### config.mk
export PLATFORM = sky130hd
export DESIGN_NAME = bp_top
export DESIGN_NICKNAME = d
export VERILOG_FILES = /design/src/common/bp_pkg.sv /design/src/common/bp_update_if.sv /design/src/logic/bp_top.sv /design/src/logic/bp_csr.sv /design/src/logic/bp_resolve.sv /design/src/branch_history/bht_table.sv
export SDC_FILE = /design/constraint.sdc
export NUM_CORES = 1
export LEC_CHECK = 0
export BUFFER_PORTS_ARGS = -buffer_cell sky130_fd_sc_hd__buf_4
export CAP_MARGIN = 25
export CORE_UTILIZATION = 40
export DETAILED_ROUTE_END_ITERATION = 7
export PLACE_DENSITY_LB_ADDON = 0.08
export SLEW_MARGIN = 20
export SYNTH_ARGS = -nofsm -noshare
export SYNTH_HDL_FRONTEND = slang
export SYNTH_SLANG_ARGS = --single-unit
### constraint.sdc
create_clock -name clk -period 16.54 [get_ports clk]
set_input_delay 0.827 -clock clk [delete_from_list [all_inputs] [get_ports clk]]
set_output_delay 0.827 -clock clk [all_outputs]
set_load 0.01 [all_outputs]
### src/common/bp_pkg.sv
/*
 * Branch predictor shared definitions
 *  - PC, history, table index and event counter widths
 *  - Two-bit counter ring encoding
 *  - Register map of the control block
 */

`default_nettype none

package bp_pkg;

	// ========================================
	// Widths and sizes
	// ========================================

	// Program counter width
	localparam int PC_W = 32;
	// Global history length, two oldest bits go into the index
	localparam int GHR_W = 3;
	// Table index: pc[7:2] followed by ghr[2:1]
	localparam int BHT_AW = 8;
	localparam int BHT_DEPTH = 256;
	// Event counters and register bus
	localparam int CNT_W = 32;
	localparam int REG_W = 32;

	// ========================================
	// Encodings
	// ========================================

	// Counter states form a ring: 2 -> 3 -> 0 -> 1 going taken
	// Top bit clear means predict taken
	typedef enum logic [1:0] {
		weak_t    = 2'd0,
		strong_t  = 2'd1,
		strong_nt = 2'd2,
		weak_nt   = 2'd3
	} ctr_e;

	// Register addresses
	typedef enum logic [1:0] {
		reg_ctrl        = 2'd0,
		reg_status      = 2'd1,
		reg_branches    = 2'd2,
		reg_mispredicts = 2'd3
	} reg_addr_e;

endpackage

`default_nettype wire
### src/common/bp_update_if.sv
/*
 * Resolved branch update bundle
 *  - src: driven by the execute-side resolve stage
 *  - table_side: pattern table and history training
 *  - stats_side: branch and mispredict counting
 */

`timescale 1ns/1ns
`default_nettype none

interface bp_update_if;

	// One resolved branch, valid for a single cycle
	logic                    valid;
	logic [bp_pkg::PC_W-1:0] pc;
	logic                    taken;
	logic                    mispredict;

	modport src (output valid, output pc, output taken, output mispredict);

	// Table only needs the address and direction
	modport table_side (input valid, input pc, input taken);

	// Counters only need the event strobes
	modport stats_side (input valid, input mispredict);

endinterface

`default_nettype wire

### src/logic/bp_top.sv
/*
 * Branch direction predictor top level
 *  - Pattern table with history and clear sweep
 *  - Execute-side resolve stage
 *  - Control and statistics registers
 */

`timescale 1ns/1ns
`default_nettype none

module bp_top (
	input  logic                    clk,
	input  logic                    rst,

	// Fetch side
	input  logic [bp_pkg::PC_W-1:0] fetch_pc,
	output logic                    predict_taken,

	// Execute side
	input  logic                    advance,
	input  logic                    is_branch,
	input  logic [bp_pkg::PC_W-1:0] exec_pc,
	input  logic                    taken,
	input  logic                    exec_predicted,
	output logic                    mispredict,
	output logic                    busy,

	// Register bus
	input  logic                    reg_wr,
	input  logic                    reg_rd,
	input  logic [1:0]              reg_addr,
	input  logic [bp_pkg::REG_W-1:0] reg_wdata,
	output logic [bp_pkg::REG_W-1:0] reg_rdata
);

	// Resolved branch bundle
	bp_update_if upd_if ();

	// Register block steering the table
	logic enable;
	logic clear_start;

	// ========================================
	// Instances
	// ========================================

	bht_table bht_table_i (
		.clk           (clk),
		.rst           (rst),
		.fetch_pc      (fetch_pc),
		.upd           (upd_if.table_side),
		.enable        (enable),
		.clear_start   (clear_start),
		.predict_taken (predict_taken),
		.busy          (busy)
	);

	bp_resolve bp_resolve_i (
		.clk            (clk),
		.rst            (rst),
		.advance        (advance),
		.is_branch      (is_branch),
		.taken          (taken),
		.exec_predicted (exec_predicted),
		.exec_pc        (exec_pc),
		.upd            (upd_if.src),
		.mispredict     (mispredict)
	);

	// Plain address bits mapped onto the register enum
	bp_csr bp_csr_i (
		.clk         (clk),
		.rst         (rst),
		.reg_wr      (reg_wr),
		.reg_rd      (reg_rd),
		.reg_addr    (bp_pkg::reg_addr_e'(reg_addr)),
		.reg_wdata   (reg_wdata),
		.reg_rdata   (reg_rdata),
		.stats       (upd_if.stats_side),
		.busy        (busy),
		.enable      (enable),
		.clear_start (clear_start)
	);

endmodule

`default_nettype wire

### src/logic/bp_csr.sv
/*
 * Predictor register block
 *  - Control: enable bit and clear request
 *  - Status: busy and enable readback
 *  - Branch and mispredict event counters
 *  - Registered read data, one cycle after the strobe
 */

`timescale 1ns/1ns
`default_nettype none

module bp_csr (
	input  logic                      clk,
	input  logic                      rst,
	input  logic                      reg_wr,
	input  logic                      reg_rd,
	input  bp_pkg::reg_addr_e         reg_addr,
	input  logic [bp_pkg::REG_W-1:0]  reg_wdata,
	output logic [bp_pkg::REG_W-1:0]  reg_rdata,
	bp_update_if.stats_side           stats,
	input  logic                      busy,
	output logic                      enable,
	output logic                      clear_start
);

	logic [bp_pkg::CNT_W-1:0] branch_cnt;
	logic [bp_pkg::CNT_W-1:0] mis_cnt;

	// Write decode
	logic wr_ctrl;
	logic wr_branches;
	logic wr_mis;

	assign wr_ctrl     = reg_wr && reg_addr == bp_pkg::reg_ctrl;
	assign wr_branches = reg_wr && reg_addr == bp_pkg::reg_branches;
	assign wr_mis      = reg_wr && reg_addr == bp_pkg::reg_mispredicts;

	// ========================================
	// Control register
	// ========================================

	// Clear starts on the write edge, dropped while a sweep runs
	assign clear_start = wr_ctrl && reg_wdata[1] && !busy;

	// Predictor comes up enabled
	always_ff @(posedge clk) begin
		if (rst)
			enable <= 1'b1;
		else if (wr_ctrl)
			enable <= reg_wdata[0];
	end

	// ========================================
	// Event counters
	// ========================================

	// Any write zeroes, otherwise count resolved branches
	always_ff @(posedge clk) begin
		if (rst)
			branch_cnt <= '0;
		else if (wr_branches)
			branch_cnt <= '0;
		else if (stats.valid)
			branch_cnt <= branch_cnt + 1'b1;
	end

	// Same edge as the table write
	always_ff @(posedge clk) begin
		if (rst)
			mis_cnt <= '0;
		else if (wr_mis)
			mis_cnt <= '0;
		else if (stats.valid && stats.mispredict)
			mis_cnt <= mis_cnt + 1'b1;
	end

	// ========================================
	// Read path
	// ========================================

	// Data holds until the next read
	always_ff @(posedge clk) begin
		if (reg_rd) begin
			case (reg_addr)
				bp_pkg::reg_ctrl:        reg_rdata <= {{(bp_pkg::REG_W-1){1'b0}}, enable};
				bp_pkg::reg_status:      reg_rdata <= {{(bp_pkg::REG_W-2){1'b0}}, enable, busy};
				bp_pkg::reg_branches:    reg_rdata <= branch_cnt;
				bp_pkg::reg_mispredicts: reg_rdata <= mis_cnt;
				default:                 reg_rdata <= '0;
			endcase
		end
	end

	// Accepted clear must reach the table and raise busy
	a_clear_busy: assert property (@(posedge clk) disable iff (rst)
		clear_start |=> busy);

endmodule

`default_nettype wire

### src/logic/bp_resolve.sv
/*
 * Execute-side resolve stage
 *  - Samples one resolved branch per advance
 *  - Flags a mispredict against the carried prediction
 *  - Drives the update bundle for one cycle
 */

`timescale 1ns/1ns
`default_nettype none

module bp_resolve (
	input  logic                    clk,
	input  logic                    rst,
	input  logic                    advance,
	input  logic                    is_branch,
	input  logic                    taken,
	input  logic                    exec_predicted,
	input  logic [bp_pkg::PC_W-1:0] exec_pc,
	bp_update_if.src                upd,
	output logic                    mispredict
);

	// Write-back stage state
	logic                    wb_valid;
	logic                    wb_mis;
	logic [bp_pkg::PC_W-1:0] wb_pc;
	logic                    wb_taken;
	logic                    capture;

	// A branch leaves execute on this edge
	assign capture = advance && is_branch;

	// ========================================
	// Stage registers
	// ========================================

	// Control flags cleared by reset
	always_ff @(posedge clk) begin
		if (rst) begin
			wb_valid <= 1'b0;
			wb_mis   <= 1'b0;
		end else begin
			wb_valid <= capture;
			// Actual direction against the fetch-time guess
			wb_mis   <= capture && (taken != exec_predicted);
		end
	end

	// Branch payload loaded on capture
	always_ff @(posedge clk) begin
		if (capture) begin
			wb_pc    <= exec_pc;
			wb_taken <= taken;
		end
	end

	// ========================================
	// Outputs
	// ========================================

	assign upd.valid      = wb_valid;
	assign upd.pc         = wb_pc;
	assign upd.taken      = wb_taken;
	assign upd.mispredict = wb_mis;

	// Pulse lines up with the table update
	assign mispredict = wb_mis;

	// A flagged mispredict always carries a valid update
	a_mis_valid: assert property (@(posedge clk) disable iff (rst)
		mispredict |-> upd.valid);

endmodule

`default_nettype wire

### src/branch_history/bht_table.sv
/*
 * Pattern history table with global history
 *  - 256 two-bit ring counters, indexed by pc and history
 *  - Same-cycle prediction for the fetch address
 *  - Training from resolved branches
 *  - Clear sweep on reset or request, with busy flag
 */

`timescale 1ns/1ns
`default_nettype none

module bht_table (
	input  logic                    clk,
	input  logic                    rst,
	input  logic [bp_pkg::PC_W-1:0] fetch_pc,
	bp_update_if.table_side         upd,
	input  logic                    enable,
	input  logic                    clear_start,
	output logic                    predict_taken,
	output logic                    busy
);

	// Counter array, no reset, the sweep initialises it
	bp_pkg::ctr_e pht [bp_pkg::BHT_DEPTH];

	// Global history, newest outcome in bit 0
	logic [bp_pkg::GHR_W-1:0] ghr;

	// Sweep position
	logic [bp_pkg::BHT_AW-1:0] sweep_idx;

	logic [bp_pkg::BHT_AW-1:0] rd_idx;
	logic [bp_pkg::BHT_AW-1:0] wr_idx;
	bp_pkg::ctr_e              rd_ctr;
	bp_pkg::ctr_e              wr_ctr;
	bp_pkg::ctr_e              wr_next;
	logic                      upd_ok;

	// ========================================
	// Index and prediction
	// ========================================

	// Word address bits then the two oldest history bits
	assign rd_idx = {fetch_pc[bp_pkg::BHT_AW-1:2], ghr[bp_pkg::GHR_W-1:bp_pkg::GHR_W-2]};
	// Write side uses history before this update shifts it
	assign wr_idx = {upd.pc[bp_pkg::BHT_AW-1:2], ghr[bp_pkg::GHR_W-1:bp_pkg::GHR_W-2]};

	assign rd_ctr = pht[rd_idx];
	assign wr_ctr = pht[wr_idx];

	// Taken for weak_t and strong_t, suppressed when off or sweeping
	assign predict_taken = enable && !busy &&
		(rd_ctr == bp_pkg::weak_t || rd_ctr == bp_pkg::strong_t);

	// Updates are dropped during a sweep
	assign upd_ok = upd.valid && !busy;

	// ========================================
	// Ring saturating step
	// ========================================

	function automatic bp_pkg::ctr_e ctr_step(input bp_pkg::ctr_e cur, input logic tk);
		bp_pkg::ctr_e nxt;
		nxt = cur;
		if (tk) begin
			// Toward strong_t, hold there
			case (cur)
				bp_pkg::strong_nt: nxt = bp_pkg::weak_nt;
				bp_pkg::weak_nt:   nxt = bp_pkg::weak_t;
				bp_pkg::weak_t:    nxt = bp_pkg::strong_t;
				default:           nxt = bp_pkg::strong_t;
			endcase
		end else begin
			// Toward strong_nt, hold there
			case (cur)
				bp_pkg::strong_t: nxt = bp_pkg::weak_t;
				bp_pkg::weak_t:   nxt = bp_pkg::weak_nt;
				bp_pkg::weak_nt:  nxt = bp_pkg::strong_nt;
				default:          nxt = bp_pkg::strong_nt;
			endcase
		end
		return nxt;
	endfunction

	assign wr_next = ctr_step(wr_ctr, upd.taken);

	// ========================================
	// Sweep control and history
	// ========================================

	always_ff @(posedge clk) begin
		if (rst) begin
			// Reset runs a full sweep
			busy      <= 1'b1;
			sweep_idx <= '0;
			ghr       <= '0;
		end else if (busy) begin
			sweep_idx <= sweep_idx + 1'b1;
			// Last entry written this cycle
			if (sweep_idx == bp_pkg::BHT_AW'(bp_pkg::BHT_DEPTH - 1))
				busy <= 1'b0;
		end else if (clear_start) begin
			busy      <= 1'b1;
			sweep_idx <= '0;
			ghr       <= '0;
		end else if (upd_ok) begin
			// Shift left, newest outcome enters at bit 0
			ghr <= {ghr[bp_pkg::GHR_W-2:0], upd.taken};
		end
	end

	// Table writes, sweep has priority over training
	always_ff @(posedge clk) begin
		if (busy)
			pht[sweep_idx] <= bp_pkg::weak_t;
		else if (upd_ok)
			pht[wr_idx] <= wr_next;
	end

	// ========================================
	// Checks
	// ========================================

	// Register block must hold back clears during a sweep
	a_no_clear_busy: assert property (@(posedge clk) disable iff (rst)
		clear_start |-> !busy);

	// Idle sweep counter rests at entry 0, ready for the next clear
	a_sweep_idle: assert property (@(posedge clk) disable iff (rst)
		!busy |-> sweep_idx == '0);

endmodule

`default_nettype wire

==> metrics <==
status=finished clean; EDFF count, synth=551; final slew viol count=0; final hold slack=395 ps; setup bufs post-CTS=0; clock buffer depth=3; max_cap viols=0; antenna violations before repair=2; vias in the first global route=16300; DRT Pass-1 Iters=5; Pwr Density=109 nW/um^2; GRT Util Overall=0.218; CTS Root Buffer Type=clkbuf_16; Chip Width=263 um; Net Count, Synth=1923; Clock Sinks=630; Hold-fix buffers, CTS=0; Worst-Margin Slew=1140 ps; Crit Path Max Fanout=98; DR vias/cell=5.71; Async S/R FF share, synth=0; P&R area growth vs syn=13.2%; PostCTS Resize Cnt=0; layout cells sized above 1=0.187; # DRC=0; Reg clk slew, reported paths=60 ps; library cells used by synthesis=64; core area=67300 um^2; clock buffer count from CTS=73; Site Rows=95; Cell Count, Final, Fillers Out=2796; crit path capture type=flip-flop; RSZ-0062 raised after global routing=false; Hold Crit Class=in2reg; CP Launch Type=flip-flop; largest net degree at the start of global routing=99; die area=69200 um^2; relative slew slack=0.223; leakage power=8.52 nW; crit path time final=6340 ps; fin nets=1975; Placer Congestion=0.828; Final setup viols=0; Top Ports=141; antenna viol nets, final=0; final worst slack=10200 ps; Worst-Skew Late Latency=620 ps; Synthesis Warnings=0; port bufs=58; Antenna Cells=0; CTS HTree Levels=3; Final Cell Area=30800 um^2; detailed placer's ending HPWL=44.5 mm; top_reg_cell synth=edfxtp_1; cell count after synthesis=1814; Filler cells=6014; vias after detailed routing=16000; Overall Power=3.38 mW; Fmax=158 MHz; Final Hold Viols=0; Die Y=263 um; CTS tree=built; DP Cell Count=2663; Initial Util=0.405; dpl ws=10070 ps; setup TNS=0 ps; final WL=74.2 mm; CP arrival=6600 ps; grt total ovfl=0; Peak supply drop=67.7 uV; DR WL/cell=26.6 um; DR iter-0 viols=1409; CP required=16810 ps; mapped cell area=27300 um^2; Tcrit/Tclk final=0.383; synthesized flop and latch total=630; Clock Skew=23.2 ps; critical path type=reg2reg; Placed Area=28500 um^2; Syn Area/Cell=15.0 um^2; first-pass GRT wire length=111 mm; post-layout util=0.458; sequential-to-total area share from yosys stat=0.665
## placed cells by master, fill, tap and decap left out, drive strengths merged, types with 13 or more instances in the layout
master  instances
a22oi          14
nand4          20
nor3           19
nor2b          40
clkinv         25
clkbuf         99
nand2          84
dfxtp          79
a21oi          27
nor2          334
nand3          42
o21ai          32
mux2i          92
buf            90
edfxtp        551
inv            15
or3            13
xor2           39
mux4          148
xnor2          14
## final timing paths
| path | startpoint | to | slack, ps | depth (start not counted) |
|---|---|---|---|---|
| max | bht_table_i.ghr[1] | bht_table_i.pht[169][0] | 10200 | 11 |
| min | exec_pc[4] | bp_resolve_i.upd.pc[4] | 390 | 1 |
| max reg2reg | bht_table_i.ghr[1] | bht_table_i.pht[169][0] | 10200 | 11 |
| min reg2reg | bp_csr_i.branch_cnt[27] | bp_csr_i.branch_cnt[27] | 510 | 2 |
## layout make-up
cell class,instances,area [um^2],share of cell area
clock inverter,34,268,0.00868
inverter,13,48.8,0.00158
tap,873,1090,0.0354
sequential,630,18100,0.588
timing repair buffer,91,706,0.0229
multi-input combinational,1057,8570,0.278
clock buffer,98,2030,0.0657
## critical path, stage by stage, from the launching register on
cell      delay (ps)
dfxtp_4          690
buf_4            750
buf_4            560
mux4_2           620
mux4_2           540
a22o_1           240
o41ai_2          210
nor3_1           130
or4_1            570
o211ai_1         130
buf_4            570
buf_4            830
## cell families (layout without fill, tap and decap cells)
group,Yosys count,after routing,share of synthesized area
DFF,630,630,0.665
AOI/OAI and AO/OA,140,140,0.0346
and+or+nand+nor,613,613,0.101
muxes,248,248,0.159
buffers and inverters,127,236,0.0213
adders and majority gates,3,3,0.00138
xor gates and xnor gates,53,53,0.0170
## flip-flops by register name, summed over array words and instances, names as in the netlist
signal / flops
bp_csr_i.enable: 1
bp_csr_i.mis_cnt: 32
bht_table_i.pht: 512
bp_resolve_i.upd.pc: 6
bht_table_i.sweep_idx: 8
bht_table_i.ghr: 3
bp_csr_i.branch_cnt: 32
bht_table_i.busy: 1
bp_resolve_i.upd.taken: 1
bp_resolve_i.mispredict: 1
bp_csr_i.reg_rdata: 32
bp_resolve_i.upd.valid: 1
## Yosys cell counts, types with 13 or more instances
| master | number | share of area |
|---|---|---|
| a22oi_1 | 14 | 0.0039 |
| nor2b_1 | 40 | 0.0092 |
| mux2i_1 | 92 | 0.034 |
| edfxtp_1 | 551 | 0.61 |
| nor3_1 | 19 | 0.0035 |
| xnor2_1 | 14 | 0.0045 |
| a21oi_1 | 27 | 0.0050 |
| or3_1 | 13 | 0.0030 |
| nand3_1 | 42 | 0.0077 |
| mux4_2 | 148 | 0.12 |
| nor2_1 | 334 | 0.046 |
| xor2_1 | 39 | 0.013 |
| o21ai_0 | 28 | 0.0051 |
| inv_1 | 13 | 0.0018 |
| nand4_1 | 20 | 0.0046 |
| clkbuf_1 | 77 | 0.011 |
| dfxtp_1 | 79 | 0.058 |
| nand2_1 | 84 | 0.012 |
## per-layer routing
layer | global-route usage | wire length, um
met5 | 0 | 0
met1 | 0.308 | 32800
met4 | 0.0691 | 2070
met2 | 0.340 | 34700
met3 | 0.0418 | 4640
## power by group
| group | total (mW) | switching (mW) | internal, mW |
|---|---|---|---|
| registers | 1.72 | 0.00666 | 1.71 |
| logic | 0.103 | 0.0712 | 0.0322 |
| clock network | 1.56 | 0.635 | 0.921 |
| total | 3.38 | 0.713 | 2.66 |
(Power assumes the default switching activity.)
